<file path="src/hdl/host_ctrl_pkg.sv">
package host_ctrl_pkg;

  // Bus and address widths
  localparam int unsigned LITE_AW = 32;
  localparam int unsigned LITE_DW = 32;
  localparam int unsigned ADDR_W = 64;

  // LLC events, also the counter order
  localparam int unsigned NUM_LLC_EVENTS = 4;
  localparam int unsigned EVT_READ_HIT = 0;
  localparam int unsigned EVT_READ_MISS = 1;
  localparam int unsigned EVT_WRITE_HIT = 2;
  localparam int unsigned EVT_WRITE_MISS = 3;

  // Register map, only the low byte of the address is decoded
  localparam int unsigned REG_OFFSET_W = 8;
  localparam logic [REG_OFFSET_W-1:0] REG_CACHE_START = 8'h00;
  localparam logic [REG_OFFSET_W-1:0] REG_CACHE_END = 8'h04;
  localparam logic [REG_OFFSET_W-1:0] REG_SPM_START = 8'h08;
  localparam logic [REG_OFFSET_W-1:0] REG_CNT_READ_HIT = 8'h10;
  localparam logic [REG_OFFSET_W-1:0] REG_CNT_READ_MISS = 8'h14;
  localparam logic [REG_OFFSET_W-1:0] REG_CNT_WRITE_HIT = 8'h18;
  localparam logic [REG_OFFSET_W-1:0] REG_CNT_WRITE_MISS = 8'h1C;

  localparam logic [LITE_DW-1:0] UNMAPPED_RDATA = 32'hDEAD_F000;

  // Scratchpad window is 64 KiB
  localparam logic [ADDR_W-1:0] SPM_SIZE = 64'h0000_0000_0001_0000;

  // Region codes
  localparam int unsigned REGION_W = 2;
  localparam logic [REGION_W-1:0] REGION_BYPASS = 2'd0;
  localparam logic [REGION_W-1:0] REGION_CACHED = 2'd1;
  localparam logic [REGION_W-1:0] REGION_SPM = 2'd2;

endpackage

</file>
<file path="src/hdl/llc_cfg_regs.sv">
`timescale 1ns/1ns

module llc_cfg_regs
  import host_ctrl_pkg::*;
(
  input  logic                                    clk_i,
  input  logic                                    rst_n_i,
  input  logic                                    cfg_aw_valid_i,
  output logic                                    cfg_aw_ready_o,
  input  logic [LITE_AW-1:0]                      cfg_aw_addr_i,
  input  logic                                    cfg_w_valid_i,
  output logic                                    cfg_w_ready_o,
  input  logic [LITE_DW-1:0]                      cfg_w_data_i,
  output logic                                    cfg_b_valid_o,
  input  logic                                    cfg_b_ready_i,
  input  logic                                    cfg_ar_valid_i,
  output logic                                    cfg_ar_ready_o,
  input  logic [LITE_AW-1:0]                      cfg_ar_addr_i,
  output logic                                    cfg_r_valid_o,
  input  logic                                    cfg_r_ready_i,
  output logic [LITE_DW-1:0]                      cfg_r_data_o,
  input  logic [NUM_LLC_EVENTS-1:0][LITE_DW-1:0]  cnt_i,
  output logic [NUM_LLC_EVENTS-1:0]               cnt_clr_o,
  output logic [LITE_DW-1:0]                      cache_start_o,
  output logic [LITE_DW-1:0]                      cache_end_o,
  output logic [LITE_DW-1:0]                      spm_start_o
);

  logic                     b_pending_q;
  logic                     r_pending_q;
  logic [LITE_DW-1:0]       r_data_q;
  logic                     wr_en;
  logic                     rd_en;
  logic [REG_OFFSET_W-1:0]  wr_offset;
  logic [REG_OFFSET_W-1:0]  rd_offset;
  logic [LITE_DW-1:0]       rd_data;

  // One write and one read in flight at most
  assign cfg_aw_ready_o = !b_pending_q;
  assign cfg_w_ready_o  = !b_pending_q;
  assign cfg_ar_ready_o = !r_pending_q;

  assign wr_en     = cfg_aw_valid_i && cfg_w_valid_i && !b_pending_q;
  assign rd_en     = cfg_ar_valid_i && !r_pending_q;
  assign wr_offset = cfg_aw_addr_i[REG_OFFSET_W-1:0];
  assign rd_offset = cfg_ar_addr_i[REG_OFFSET_W-1:0];

  assign cfg_b_valid_o = b_pending_q;
  assign cfg_r_valid_o = r_pending_q;
  assign cfg_r_data_o  = r_data_q;

  always_ff @(posedge clk_i) begin
    if (!rst_n_i) begin
      b_pending_q <= 1'b0;
    end else if (wr_en) begin
      b_pending_q <= 1'b1;
    end else if (cfg_b_ready_i) begin
      b_pending_q <= 1'b0;
    end
  end

  // Window registers, unmapped writes fall through
  always_ff @(posedge clk_i) begin
    if (!rst_n_i) begin
      cache_start_o <= '0;
      cache_end_o   <= '0;
      spm_start_o   <= '0;
    end else if (wr_en) begin
      case (wr_offset)
        REG_CACHE_START: cache_start_o <= cfg_w_data_i;
        REG_CACHE_END:   cache_end_o   <= cfg_w_data_i;
        REG_SPM_START:   spm_start_o   <= cfg_w_data_i;
        default: ;
      endcase
    end
  end

  // Any write to a counter offset clears it
  always_comb begin
    cnt_clr_o = '0;
    if (wr_en) begin
      case (wr_offset)
        REG_CNT_READ_HIT:   cnt_clr_o[EVT_READ_HIT]   = 1'b1;
        REG_CNT_READ_MISS:  cnt_clr_o[EVT_READ_MISS]  = 1'b1;
        REG_CNT_WRITE_HIT:  cnt_clr_o[EVT_WRITE_HIT]  = 1'b1;
        REG_CNT_WRITE_MISS: cnt_clr_o[EVT_WRITE_MISS] = 1'b1;
        default: ;
      endcase
    end
  end

  always_comb begin
    case (rd_offset)
      REG_CACHE_START:    rd_data = cache_start_o;
      REG_CACHE_END:      rd_data = cache_end_o;
      REG_SPM_START:      rd_data = spm_start_o;
      REG_CNT_READ_HIT:   rd_data = cnt_i[EVT_READ_HIT];
      REG_CNT_READ_MISS:  rd_data = cnt_i[EVT_READ_MISS];
      REG_CNT_WRITE_HIT:  rd_data = cnt_i[EVT_WRITE_HIT];
      REG_CNT_WRITE_MISS: rd_data = cnt_i[EVT_WRITE_MISS];
      default:            rd_data = UNMAPPED_RDATA;
    endcase
  end

  always_ff @(posedge clk_i) begin
    if (!rst_n_i) begin
      r_pending_q <= 1'b0;
    end else if (rd_en) begin
      r_pending_q <= 1'b1;
    end else if (cfg_r_ready_i) begin
      r_pending_q <= 1'b0;
    end
  end

  // Read data is captured at acceptance and held
  always_ff @(posedge clk_i) begin
    if (rd_en) begin
      r_data_q <= rd_data;
    end
  end

  // Stalled read response must not change
  assert property (@(posedge clk_i) disable iff (!rst_n_i)
    cfg_r_valid_o && !cfg_r_ready_i |=> cfg_r_valid_o && $stable(cfg_r_data_o));

  assert property (@(posedge clk_i) disable iff (!rst_n_i)
    cfg_b_valid_o && !cfg_b_ready_i |=> cfg_b_valid_o);

endmodule

</file>
<file path="src/hdl/llc_event_counters.sv">
`timescale 1ns/1ns

module llc_event_counters
  import host_ctrl_pkg::*;
(
  input  logic                                    clk_i,
  input  logic                                    rst_n_i,
  input  logic [NUM_LLC_EVENTS-1:0]               evt_i,
  input  logic [NUM_LLC_EVENTS-1:0]               clr_i,
  output logic [NUM_LLC_EVENTS-1:0][LITE_DW-1:0]  cnt_o
);

  logic [NUM_LLC_EVENTS-1:0][LITE_DW-1:0] cnt_q;

  assign cnt_o = cnt_q;

  // Clear beats a coincident event, counters wrap
  always_ff @(posedge clk_i) begin
    if (!rst_n_i) begin
      cnt_q <= '0;
    end else begin
      for (int i = 0; i < NUM_LLC_EVENTS; i++) begin
        if (clr_i[i]) begin
          cnt_q[i] <= '0;
        end else if (evt_i[i]) begin
          cnt_q[i] <= cnt_q[i] + 1'b1;
        end
      end
    end
  end

  for (genvar g = 0; g < NUM_LLC_EVENTS; g++) begin : gen_clr_check
    assert property (@(posedge clk_i) disable iff (!rst_n_i)
      clr_i[g] |=> cnt_o[g] == '0);
  end

endmodule

</file>
<file path="src/hdl/llc_region_decode.sv">
`timescale 1ns/1ns

module llc_region_decode
  import host_ctrl_pkg::*;
(
  input  logic                 clk_i,
  input  logic                 rst_n_i,
  input  logic                 access_valid_i,
  input  logic [ADDR_W-1:0]    access_addr_i,
  input  logic [LITE_DW-1:0]   cache_start_i,
  input  logic [LITE_DW-1:0]   cache_end_i,
  input  logic [LITE_DW-1:0]   spm_start_i,
  output logic                 region_valid_o,
  output logic [REGION_W-1:0]  region_o
);

  logic [ADDR_W-1:0]    cache_start_ext;
  logic [ADDR_W-1:0]    cache_end_ext;
  logic [ADDR_W-1:0]    spm_start_ext;
  logic [ADDR_W-1:0]    spm_end_ext;
  logic                 in_cached;
  logic                 in_spm;
  logic [REGION_W-1:0]  region_d;

  // Windows live in the low 4 GiB
  assign cache_start_ext = {{(ADDR_W-LITE_DW){1'b0}}, cache_start_i};
  assign cache_end_ext   = {{(ADDR_W-LITE_DW){1'b0}}, cache_end_i};
  assign spm_start_ext   = {{(ADDR_W-LITE_DW){1'b0}}, spm_start_i};
  assign spm_end_ext     = spm_start_ext + SPM_SIZE;

  assign in_cached = (access_addr_i >= cache_start_ext) && (access_addr_i < cache_end_ext);
  assign in_spm    = (access_addr_i >= spm_start_ext) && (access_addr_i < spm_end_ext);

  // Cached window has priority over the scratchpad
  always_comb begin
    if (in_cached) begin
      region_d = REGION_CACHED;
    end else if (in_spm) begin
      region_d = REGION_SPM;
    end else begin
      region_d = REGION_BYPASS;
    end
  end

  always_ff @(posedge clk_i) begin
    if (!rst_n_i) begin
      region_valid_o <= 1'b0;
    end else begin
      region_valid_o <= access_valid_i;
    end
  end

  always_ff @(posedge clk_i) begin
    if (access_valid_i) begin
      region_o <= region_d;
    end
  end

  assert property (@(posedge clk_i) disable iff (!rst_n_i)
    access_valid_i |=> region_valid_o);

  assert property (@(posedge clk_i) disable iff (!rst_n_i)
    !access_valid_i |=> !region_valid_o);

endmodule

</file>
<file path="src/hdl/dma_evt_rx.sv">
`timescale 1ns/1ns

module dma_evt_rx
  import host_ctrl_pkg::*;
(
  input  logic clk_i,
  input  logic rst_n_i,
  input  logic valid_i,
  output logic valid_o,
  output logic ack_o
);

  logic sync1_q;
  logic sync2_q;
  logic dly_q;

  // Two flops for the asynchronous toggle, then one for edge detect
  always_ff @(posedge clk_i) begin
    if (!rst_n_i) begin
      sync1_q <= 1'b0;
      sync2_q <= 1'b0;
      dly_q   <= 1'b0;
    end else begin
      sync1_q <= valid_i;
      sync2_q <= sync1_q;
      dly_q   <= sync2_q;
    end
  end

  // Any level change is one event
  assign valid_o = sync2_q ^ dly_q;
  assign ack_o   = sync2_q;

  assert property (@(posedge clk_i) disable iff (!rst_n_i)
    valid_o |=> !valid_o);

endmodule

</file>
<file path="src/hdl/host_ctrl_top.sv">
`timescale 1ns/1ns

module host_ctrl_top
  import host_ctrl_pkg::*;
(
  input  logic                        clk_i,
  input  logic                        rst_n_i,
  input  logic                        cfg_aw_valid_i,
  output logic                        cfg_aw_ready_o,
  input  logic [LITE_AW-1:0]          cfg_aw_addr_i,
  input  logic                        cfg_w_valid_i,
  output logic                        cfg_w_ready_o,
  input  logic [LITE_DW-1:0]          cfg_w_data_i,
  output logic                        cfg_b_valid_o,
  input  logic                        cfg_b_ready_i,
  input  logic                        cfg_ar_valid_i,
  output logic                        cfg_ar_ready_o,
  input  logic [LITE_AW-1:0]          cfg_ar_addr_i,
  output logic                        cfg_r_valid_o,
  input  logic                        cfg_r_ready_i,
  output logic [LITE_DW-1:0]          cfg_r_data_o,
  input  logic [NUM_LLC_EVENTS-1:0]   llc_evt_i,
  input  logic                        access_valid_i,
  input  logic [ADDR_W-1:0]           access_addr_i,
  output logic                        region_valid_o,
  output logic [REGION_W-1:0]         region_o,
  input  logic                        dma_evt_valid_i,
  output logic                        dma_evt_ack_o,
  output logic                        dma_evt_o
);

  logic [NUM_LLC_EVENTS-1:0][LITE_DW-1:0] cnt;
  logic [NUM_LLC_EVENTS-1:0]              cnt_clr;
  logic [LITE_DW-1:0]                     cache_start;
  logic [LITE_DW-1:0]                     cache_end;
  logic [LITE_DW-1:0]                     spm_start;

  llc_cfg_regs i_llc_cfg_regs (
    .clk_i          ( clk_i          ),
    .rst_n_i        ( rst_n_i        ),
    .cfg_aw_valid_i ( cfg_aw_valid_i ),
    .cfg_aw_ready_o ( cfg_aw_ready_o ),
    .cfg_aw_addr_i  ( cfg_aw_addr_i  ),
    .cfg_w_valid_i  ( cfg_w_valid_i  ),
    .cfg_w_ready_o  ( cfg_w_ready_o  ),
    .cfg_w_data_i   ( cfg_w_data_i   ),
    .cfg_b_valid_o  ( cfg_b_valid_o  ),
    .cfg_b_ready_i  ( cfg_b_ready_i  ),
    .cfg_ar_valid_i ( cfg_ar_valid_i ),
    .cfg_ar_ready_o ( cfg_ar_ready_o ),
    .cfg_ar_addr_i  ( cfg_ar_addr_i  ),
    .cfg_r_valid_o  ( cfg_r_valid_o  ),
    .cfg_r_ready_i  ( cfg_r_ready_i  ),
    .cfg_r_data_o   ( cfg_r_data_o   ),
    .cnt_i          ( cnt            ),
    .cnt_clr_o      ( cnt_clr        ),
    .cache_start_o  ( cache_start    ),
    .cache_end_o    ( cache_end      ),
    .spm_start_o    ( spm_start      )
  );

  llc_event_counters i_llc_event_counters (
    .clk_i   ( clk_i     ),
    .rst_n_i ( rst_n_i   ),
    .evt_i   ( llc_evt_i ),
    .clr_i   ( cnt_clr   ),
    .cnt_o   ( cnt       )
  );

  llc_region_decode i_llc_region_decode (
    .clk_i          ( clk_i          ),
    .rst_n_i        ( rst_n_i        ),
    .access_valid_i ( access_valid_i ),
    .access_addr_i  ( access_addr_i  ),
    .cache_start_i  ( cache_start    ),
    .cache_end_i    ( cache_end      ),
    .spm_start_i    ( spm_start      ),
    .region_valid_o ( region_valid_o ),
    .region_o       ( region_o       )
  );

  // Cluster DMA event crosses in here
  dma_evt_rx i_dma_evt_rx (
    .clk_i   ( clk_i           ),
    .rst_n_i ( rst_n_i         ),
    .valid_i ( dma_evt_valid_i ),
    .valid_o ( dma_evt_o       ),
    .ack_o   ( dma_evt_ack_o   )
  );

endmodule

</file>
<file path="config.mk">
export PLATFORM = sky130hd
export DESIGN_NAME = host_ctrl_top
export DESIGN_NICKNAME = d
export VERILOG_FILES = /design/src/hdl/host_ctrl_pkg.sv /design/src/hdl/llc_cfg_regs.sv /design/src/hdl/llc_event_counters.sv /design/src/hdl/llc_region_decode.sv /design/src/hdl/dma_evt_rx.sv /design/src/hdl/host_ctrl_top.sv
export SDC_FILE = /design/constraint.sdc
export NUM_CORES = 1
export LEC_CHECK = 0
export ABC_AREA = 0
export BUFFER_PORTS_ARGS = -buffer_cell sky130_fd_sc_hd__buf_2
export CORE_MARGIN = 2
export CORE_UTILIZATION = 45
export DETAILED_ROUTE_END_ITERATION = 8
export HOLD_SLACK_MARGIN = 0.08
export SYNTH_ARGS = -nofsm -noshare
export SYNTH_HDL_FRONTEND = slang
export SYNTH_HIERARCHICAL = 1
export SYNTH_SLANG_ARGS = --single-unit
</file>
<file path="constraint.sdc">
create_clock -name clk_i -period 3.5 [get_ports clk_i]
set_clock_uncertainty 0.15 [all_clocks]
set_input_delay 0.7 -clock clk_i [delete_from_list [all_inputs] [get_ports clk_i]]
set_output_delay 0.7 -clock clk_i [all_outputs]
set_load 0.02 [all_outputs]
</file>
Yosys cells after proc, flatten, opt, wreduce, memory -nomap -nowiden
Cells that the tools add are included.
W data, S select, Z words.
- logic and storage cells: 67
- output and inout bits: 42
- bits in registers: 264
- multiplexer cells: 11
- reduce and logical (&&, ||, !) cells: 18
- equality and inequality tests: 12
- bitwise operators: 2
- magnitude comparators: 4
- add/sub/neg operators: 5
- operator list (kind ; number):
    $pmux W32 S7 ; 1
    $add A32 B1 Y32 const B ; 4
    $ge A64 B32 Y1 ; 2
    $eq A8 B5 Y1 const B ; 8
    $lt A64 B32 Y1 ; 1
    $lt A64 B64 Y1 ; 1
    $add A32 B17 Y33 const B ; 1
    $eq A8 B3 Y1 const B ; 2
    $eq A8 B4 Y1 const B ; 2
    $logic_not A8 Y1 ; 2
    $mux W1 ; 8
    $reduce_or A2 Y1 ; 4
    $reduce_and A2 Y1 ; 3
    $logic_and A1 B1 Y1 ; 5
    $mux W4 ; 1
    $reduce_bool A2 Y1 ; 2
    $logic_not A1 Y1 ; 2
    $mux W2 ; 1
    $not A1 Y1 ; 1
    $xor A1 B1 Y1 ; 1

Longest topological paths before layout
- depth in word-level cells: 4
- depth in mapped cells: 15
- mapped depth without buffers: 15

Hierarchy
Netlist, hierarchy kept.
- by module, submodules not included (module ; cells each ; instances ; area each (µm²) ; sequential area each (µm²)):
    llc_cfg_regs ; 681 ; 1 ; 6214.7 ; 2922.8
    llc_event_counters ; 706 ; 1 ; 6030.8 ; 2562.5
    llc_region_decode ; 420 ; 1 ; 3150.5 ; 80.1
    dma_evt_rx ; 7 ; 1 ; 88.8 ; 60.1

Least setup slack after synthesis
Ideal clock, no wire load.
- kind: register to register
- from: register i_llc_cfg_regs.spm_start_o[16]
- to: register i_llc_region_decode.region_o[1], data pin
- library setup time: 190 ps
- data arrival time: 2751 ps
- cell stages (with the launch flop): 16
- data required time: 3160 ps
- slack: 409 ps
- buffers on the path: 0
- path through: dfxtp_1 > inv_1 > nor3_1 > nand3_1 > nor3_2 > nand4_1 > nor4_1 > xnor2_1 > ha_1 > a21oi_1 > nor2b_1 > o21ai_0 > o21ai_0 > a211oi_1 > a21boi_2 > a2111oi_2
- word-level cells in the longest chain between the ends: 4
- RTL lines (element ; line ; RTL):
    start: declaration ; llc_cfg_regs.sv:26 ; output logic [LITE_DW-1:0] spm_start_o
    start signal: assignment ; llc_cfg_regs.sv:72 ; REG_SPM_START: spm_start_o <= cfg_w_data_i;
    $add A32 B17 Y33 ; llc_region_decode.sv:29 ; assign spm_end_ext = spm_start_ext + SPM_SIZE;
    $lt A64 B64 Y1 ; llc_region_decode.sv:32 ; assign in_spm = (access_addr_i >= spm_start_ext) && (access_addr_i < spm_end_ext);
    $logic_and A1 B1 Y1 (*) ; llc_region_decode.sv:32 ;
    $mux W2 (*) ; llc_region_decode.sv:38 ; end else if (in_spm) begin
    end signal: assignment ; llc_region_decode.sv:55 ; region_o <= region_d;
    end: declaration ; llc_region_decode.sv:14 ; output logic [REGION_W-1:0] region_o
Mark *: on every way between the ends. The rest lies on a longest branch, timed or not.
A chain may end at the register's enable or synchronous reset.

Final worst setup path
- from: register i_llc_cfg_regs.spm_start_o[20]
- to: register i_llc_region_decode.region_o[1], data pin
The elaborated chain is that of the path after synthesis.

==> impl_metrics.env <==
export IMPL_status="finished clean"
export IMPL_num_rows=67
export IMPL_synth_area_leaders="dfxtp_1, ha_1, edfxtp_1"
export IMPL_finalCritPeriodShare=0.936
export IMPL_yosysTopAreaCellShare=0.297
export IMPL_grt_pass1_vias=13300
export IMPL_drive_gt1_frac=0.150
export IMPL_required_ns=3.72
export IMPL_fin_crit_ns=3.28
export IMPL_synth_area_sq_um=15500
export IMPL_power_density_nw_per_um2=404
export IMPL_port_buffers=166
export IMPL_leakagePower_uw=0.00621
export IMPL_pre_cts_slack_ns=0.0348
export IMPL_io_pins=215
export IMPL_synth_net_count=2104
export IMPL_slowest_delay_ns=0.35
export IMPL_path_max_fanout=4
export IMPL_synth_common_cells="dfxtp_1, nand3_1, a21oi_1"
export IMPL_wl_met3_um=2900
export IMPL_setup_worst_path_end_class="flop"
export IMPL_fp_dieW_um=190
export IMPL_wl_met1_um=22000
export IMPL_clk_path_buf_depth=3
export IMPL_hold_slack_ns=0.195
export IMPL_dr_total_vias=14500
export IMPL_worstMarginPinSlew_ns=0.721
export IMPL_dieArea_sq_um=35900
export IMPL_firstDrtPassIters=5
export IMPL_wl_per_cell_um=20.4
export IMPL_dpl_cell_count=2375
export IMPL_cts_clk_slew_worst_paths_ns=0.06
export IMPL_worst_path_stages=15
export IMPL_numCtsBuffers=30
export IMPL_drt_total_wl_um=49800
export IMPL_post_dp_hpwl_um=37800
export IMPL_maxCapViolations=0
export IMPL_cp_top_family="simple AND/OR/NAND/NOR gates"
export IMPL_antenna_found_initial=2
export IMPL_synth_largest_area_cell="dfxtp_1"
export IMPL_hp_class="in -> reg"
export IMPL_rsz0062_at_grt="true"
export IMPL_wl_met2_um=22600
export IMPL_crit_buf_inv=1
export IMPL_synth_seq_cells=264
export IMPL_ys_flop_type="dfxtp_1"
export IMPL_yosysSeqAreaShare=0.363
export IMPL_start_kind="flop"
export IMPL_synthCells=1814
export IMPL_worstSetupPathType="reg -> reg"
export IMPL_cp_cell_sequence="inv_4 -> nor3_2 -> nand3_1 -> nor3_2 -> nand4_1 -> nor4_2 -> xnor2_1 -> ha_1 -> a21oi_2 -> nor2b_1 -> o21ai_1 -> o21ai_1 -> a211oi_2 -> a21boi_2 -> a2111oi_2"
export IMPL_drc=0
export IMPL_drtIter0Drc=1179
export IMPL_finalSetupViolations=0
export IMPL_grt_pass1_wl_um=75300
export IMPL_slowest_stage="dfxtp_2"
export IMPL_fin_nets=2255
export IMPL_grt_start_max_net_pins=65
export IMPL_syn_avg_cell_area_sq_um=8.54
export IMPL_cts_root_buf="clkbuf_16"
export IMPL_layout_setup_ws_ns=0.225
export IMPL_cts_sinks=264
export IMPL_core_area_sq_um=33700
export IMPL_fin_cells=2439
export IMPL_ctsHoldBuffers=0
export IMPL_initial_core_util=0.459
export IMPL_synth_async_reset_ratio=0
export IMPL_fillers=3185
export IMPL_ys_warn_count=6
export IMPL_synth_most_common_cell="dfxtp_1"
export IMPL_slew_headroom=0.517
export IMPL_drt_antenna_violating_nets=0
export IMPL_die_h_um=190
export IMPL_synthToLayoutAreaGrowth_pct=16.5
export IMPL_irDropWorstVdd_mv=0.356
export IMPL_finalHoldViolCount=0
export IMPL_overflow=0
export IMPL_maxSlewViolCount=0
export IMPL_avgViaCountPerCell=5.96
export IMPL_cts_tree="yes"
export IMPL_htree_levels=1
export IMPL_critPathArrivalTime_ns=3.49
export IMPL_hold_depth=2
export IMPL_timing_fmax_ghz=0.305
export IMPL_synth_edff_count=34
export IMPL_clk_latency_ns=0.57
export IMPL_synth_cell_types=65
export IMPL_place_gp_congestion=0.894
export IMPL_grt_use_total=0.269
export IMPL_reg2reg_depth=15
export IMPL_top_layer="met4"
worst reg2reg max path, cell delays in order, from the launching register on:
cell and delay (ns):
dfxtp_2 0.35, inv_4 0.05, nor3_2 0.16, nand3_1 0.14
nor3_2 0.26, nand4_1 0.20, nor4_2 0.33, xnor2_1 0.13
ha_1 0.33, a21oi_2 0.15, nor2b_1 0.05, o21ai_1 0.15
o21ai_1 0.10, a211oi_2 0.18, a21boi_2 0.09, a2111oi_2 0.28
flip-flops by register name, summed over array words and instances (netlist names):
register,flops
i_llc_event_counters/cnt_o,128
i_llc_cfg_regs/cache_start_o,32
i_llc_cfg_regs/cache_end_o,32
i_llc_region_decode/region_valid_o,1
i_llc_cfg_regs/spm_start_o,32
i_llc_region_decode/region_o,2
i_dma_evt_rx/ack_o,1
i_llc_cfg_regs/cfg_r_data_o,32
i_llc_cfg_regs/cfg_b_valid_o,1
i_dma_evt_rx/dly_q,1
i_llc_cfg_regs/cfg_r_valid_o,1
i_dma_evt_rx/sync1_q,1
final cells by class:
cell class | instances | area, sq um | area share
Clock buffer | 42 | 867 | 0.0481
Antenna cell | 2 | 5.00 | 0.000277
Multi-Input combinational cell | 1344 | 9060 | 0.502
Clock inverter | 14 | 279 | 0.0155
Tap cell | 448 | 561 | 0.0311
Inverter | 111 | 419 | 0.0232
Timing Repair Buffer | 214 | 1220 | 0.0676
Sequential cell | 264 | 5630 | 0.312
worst paths after layout:
kind	start	end	slack, ns
max	i_llc_cfg_regs/spm_start_o[20]	i_llc_region_decode/region_o[1]	0.22
min	dma_evt_valid_i	i_dma_evt_rx/sync1_q	0.19
max reg2reg	i_llc_cfg_regs/spm_start_o[20]	i_llc_region_decode/region_o[1]	0.22
min reg2reg	i_dma_evt_rx/sync1_q	i_dma_evt_rx/ack_o	0.30
metrics by stage:
step	setup TNS [ns]	cell area (sq um)	utilization	power, uW
after CTS	0	18000	0.533	7340
after global routing	-0.0504	18000	0.535	7520
final	0	18000	0.535	7290
after global placement	0	16800	0.499	3710
after detailed placement	0	16800	0.499	3720
after floorplan	0	15500	-	3490
kinds of logic after synthesis:
| family | Yosys count | share of synthesized area |
|---|---|---|
| simple gates | 641 | 0.230 |
| compound gates | 476 | 0.192 |
| flops | 264 | 0.363 |
| buf+inv | 206 | 0.0534 |
| fa+ha+maj | 117 | 0.0945 |
| xor+xnor | 55 | 0.0311 |
| mux | 55 | 0.0358 |
layer usage:
| layer | vias to the layer above | GRT usage |
|---|---|---|
| li1 | 7135 | - |
| met1 | 6892 | 0.355 |
| met2 | 417 | 0.438 |
| met3 | 103 | 0.0369 |
| met4 | 0 | 0.124 |
| met5 | - | 0 |
where the power goes:
group          switching, uW  internal [uW]
clock network           1320           2310
logic                    343            204
registers               23.2           3090
total                   1680           5610
cells in the final DEF, fill, tap and decap left out, drive strengths merged, types with 5 or more instances in the layout:
cell,count
a211oi,12
a21o,21
a21oi,138
a22o,32
a22oi,18
a31oi,7
and2,16
and3,17
and4,20
buf,214
bufinv,8
clkbuf,42
dfxtp,230
edfxtp,34
ha,117
inv,112
mux2i,52
nand2,123
nand2b,6
nand3,157
nand4,68
nand4b,5
nor2,76
nor2b,16
nor3,19
nor4,17
o2111ai,5
o211ai,6
o21ai,134
o22ai,11
o2bb2ai,25
o31ai,55
or3,32
or4,63
xnor2,33
xor2,22
what timing repair did:
item	in CTS	in global routing
endpoints found under the hold margin	0	0
gates resized for setup	0	11
endpoints found under the setup margin	0	1
buffers inserted	0	6
Power figures use the tool's default switching activity.
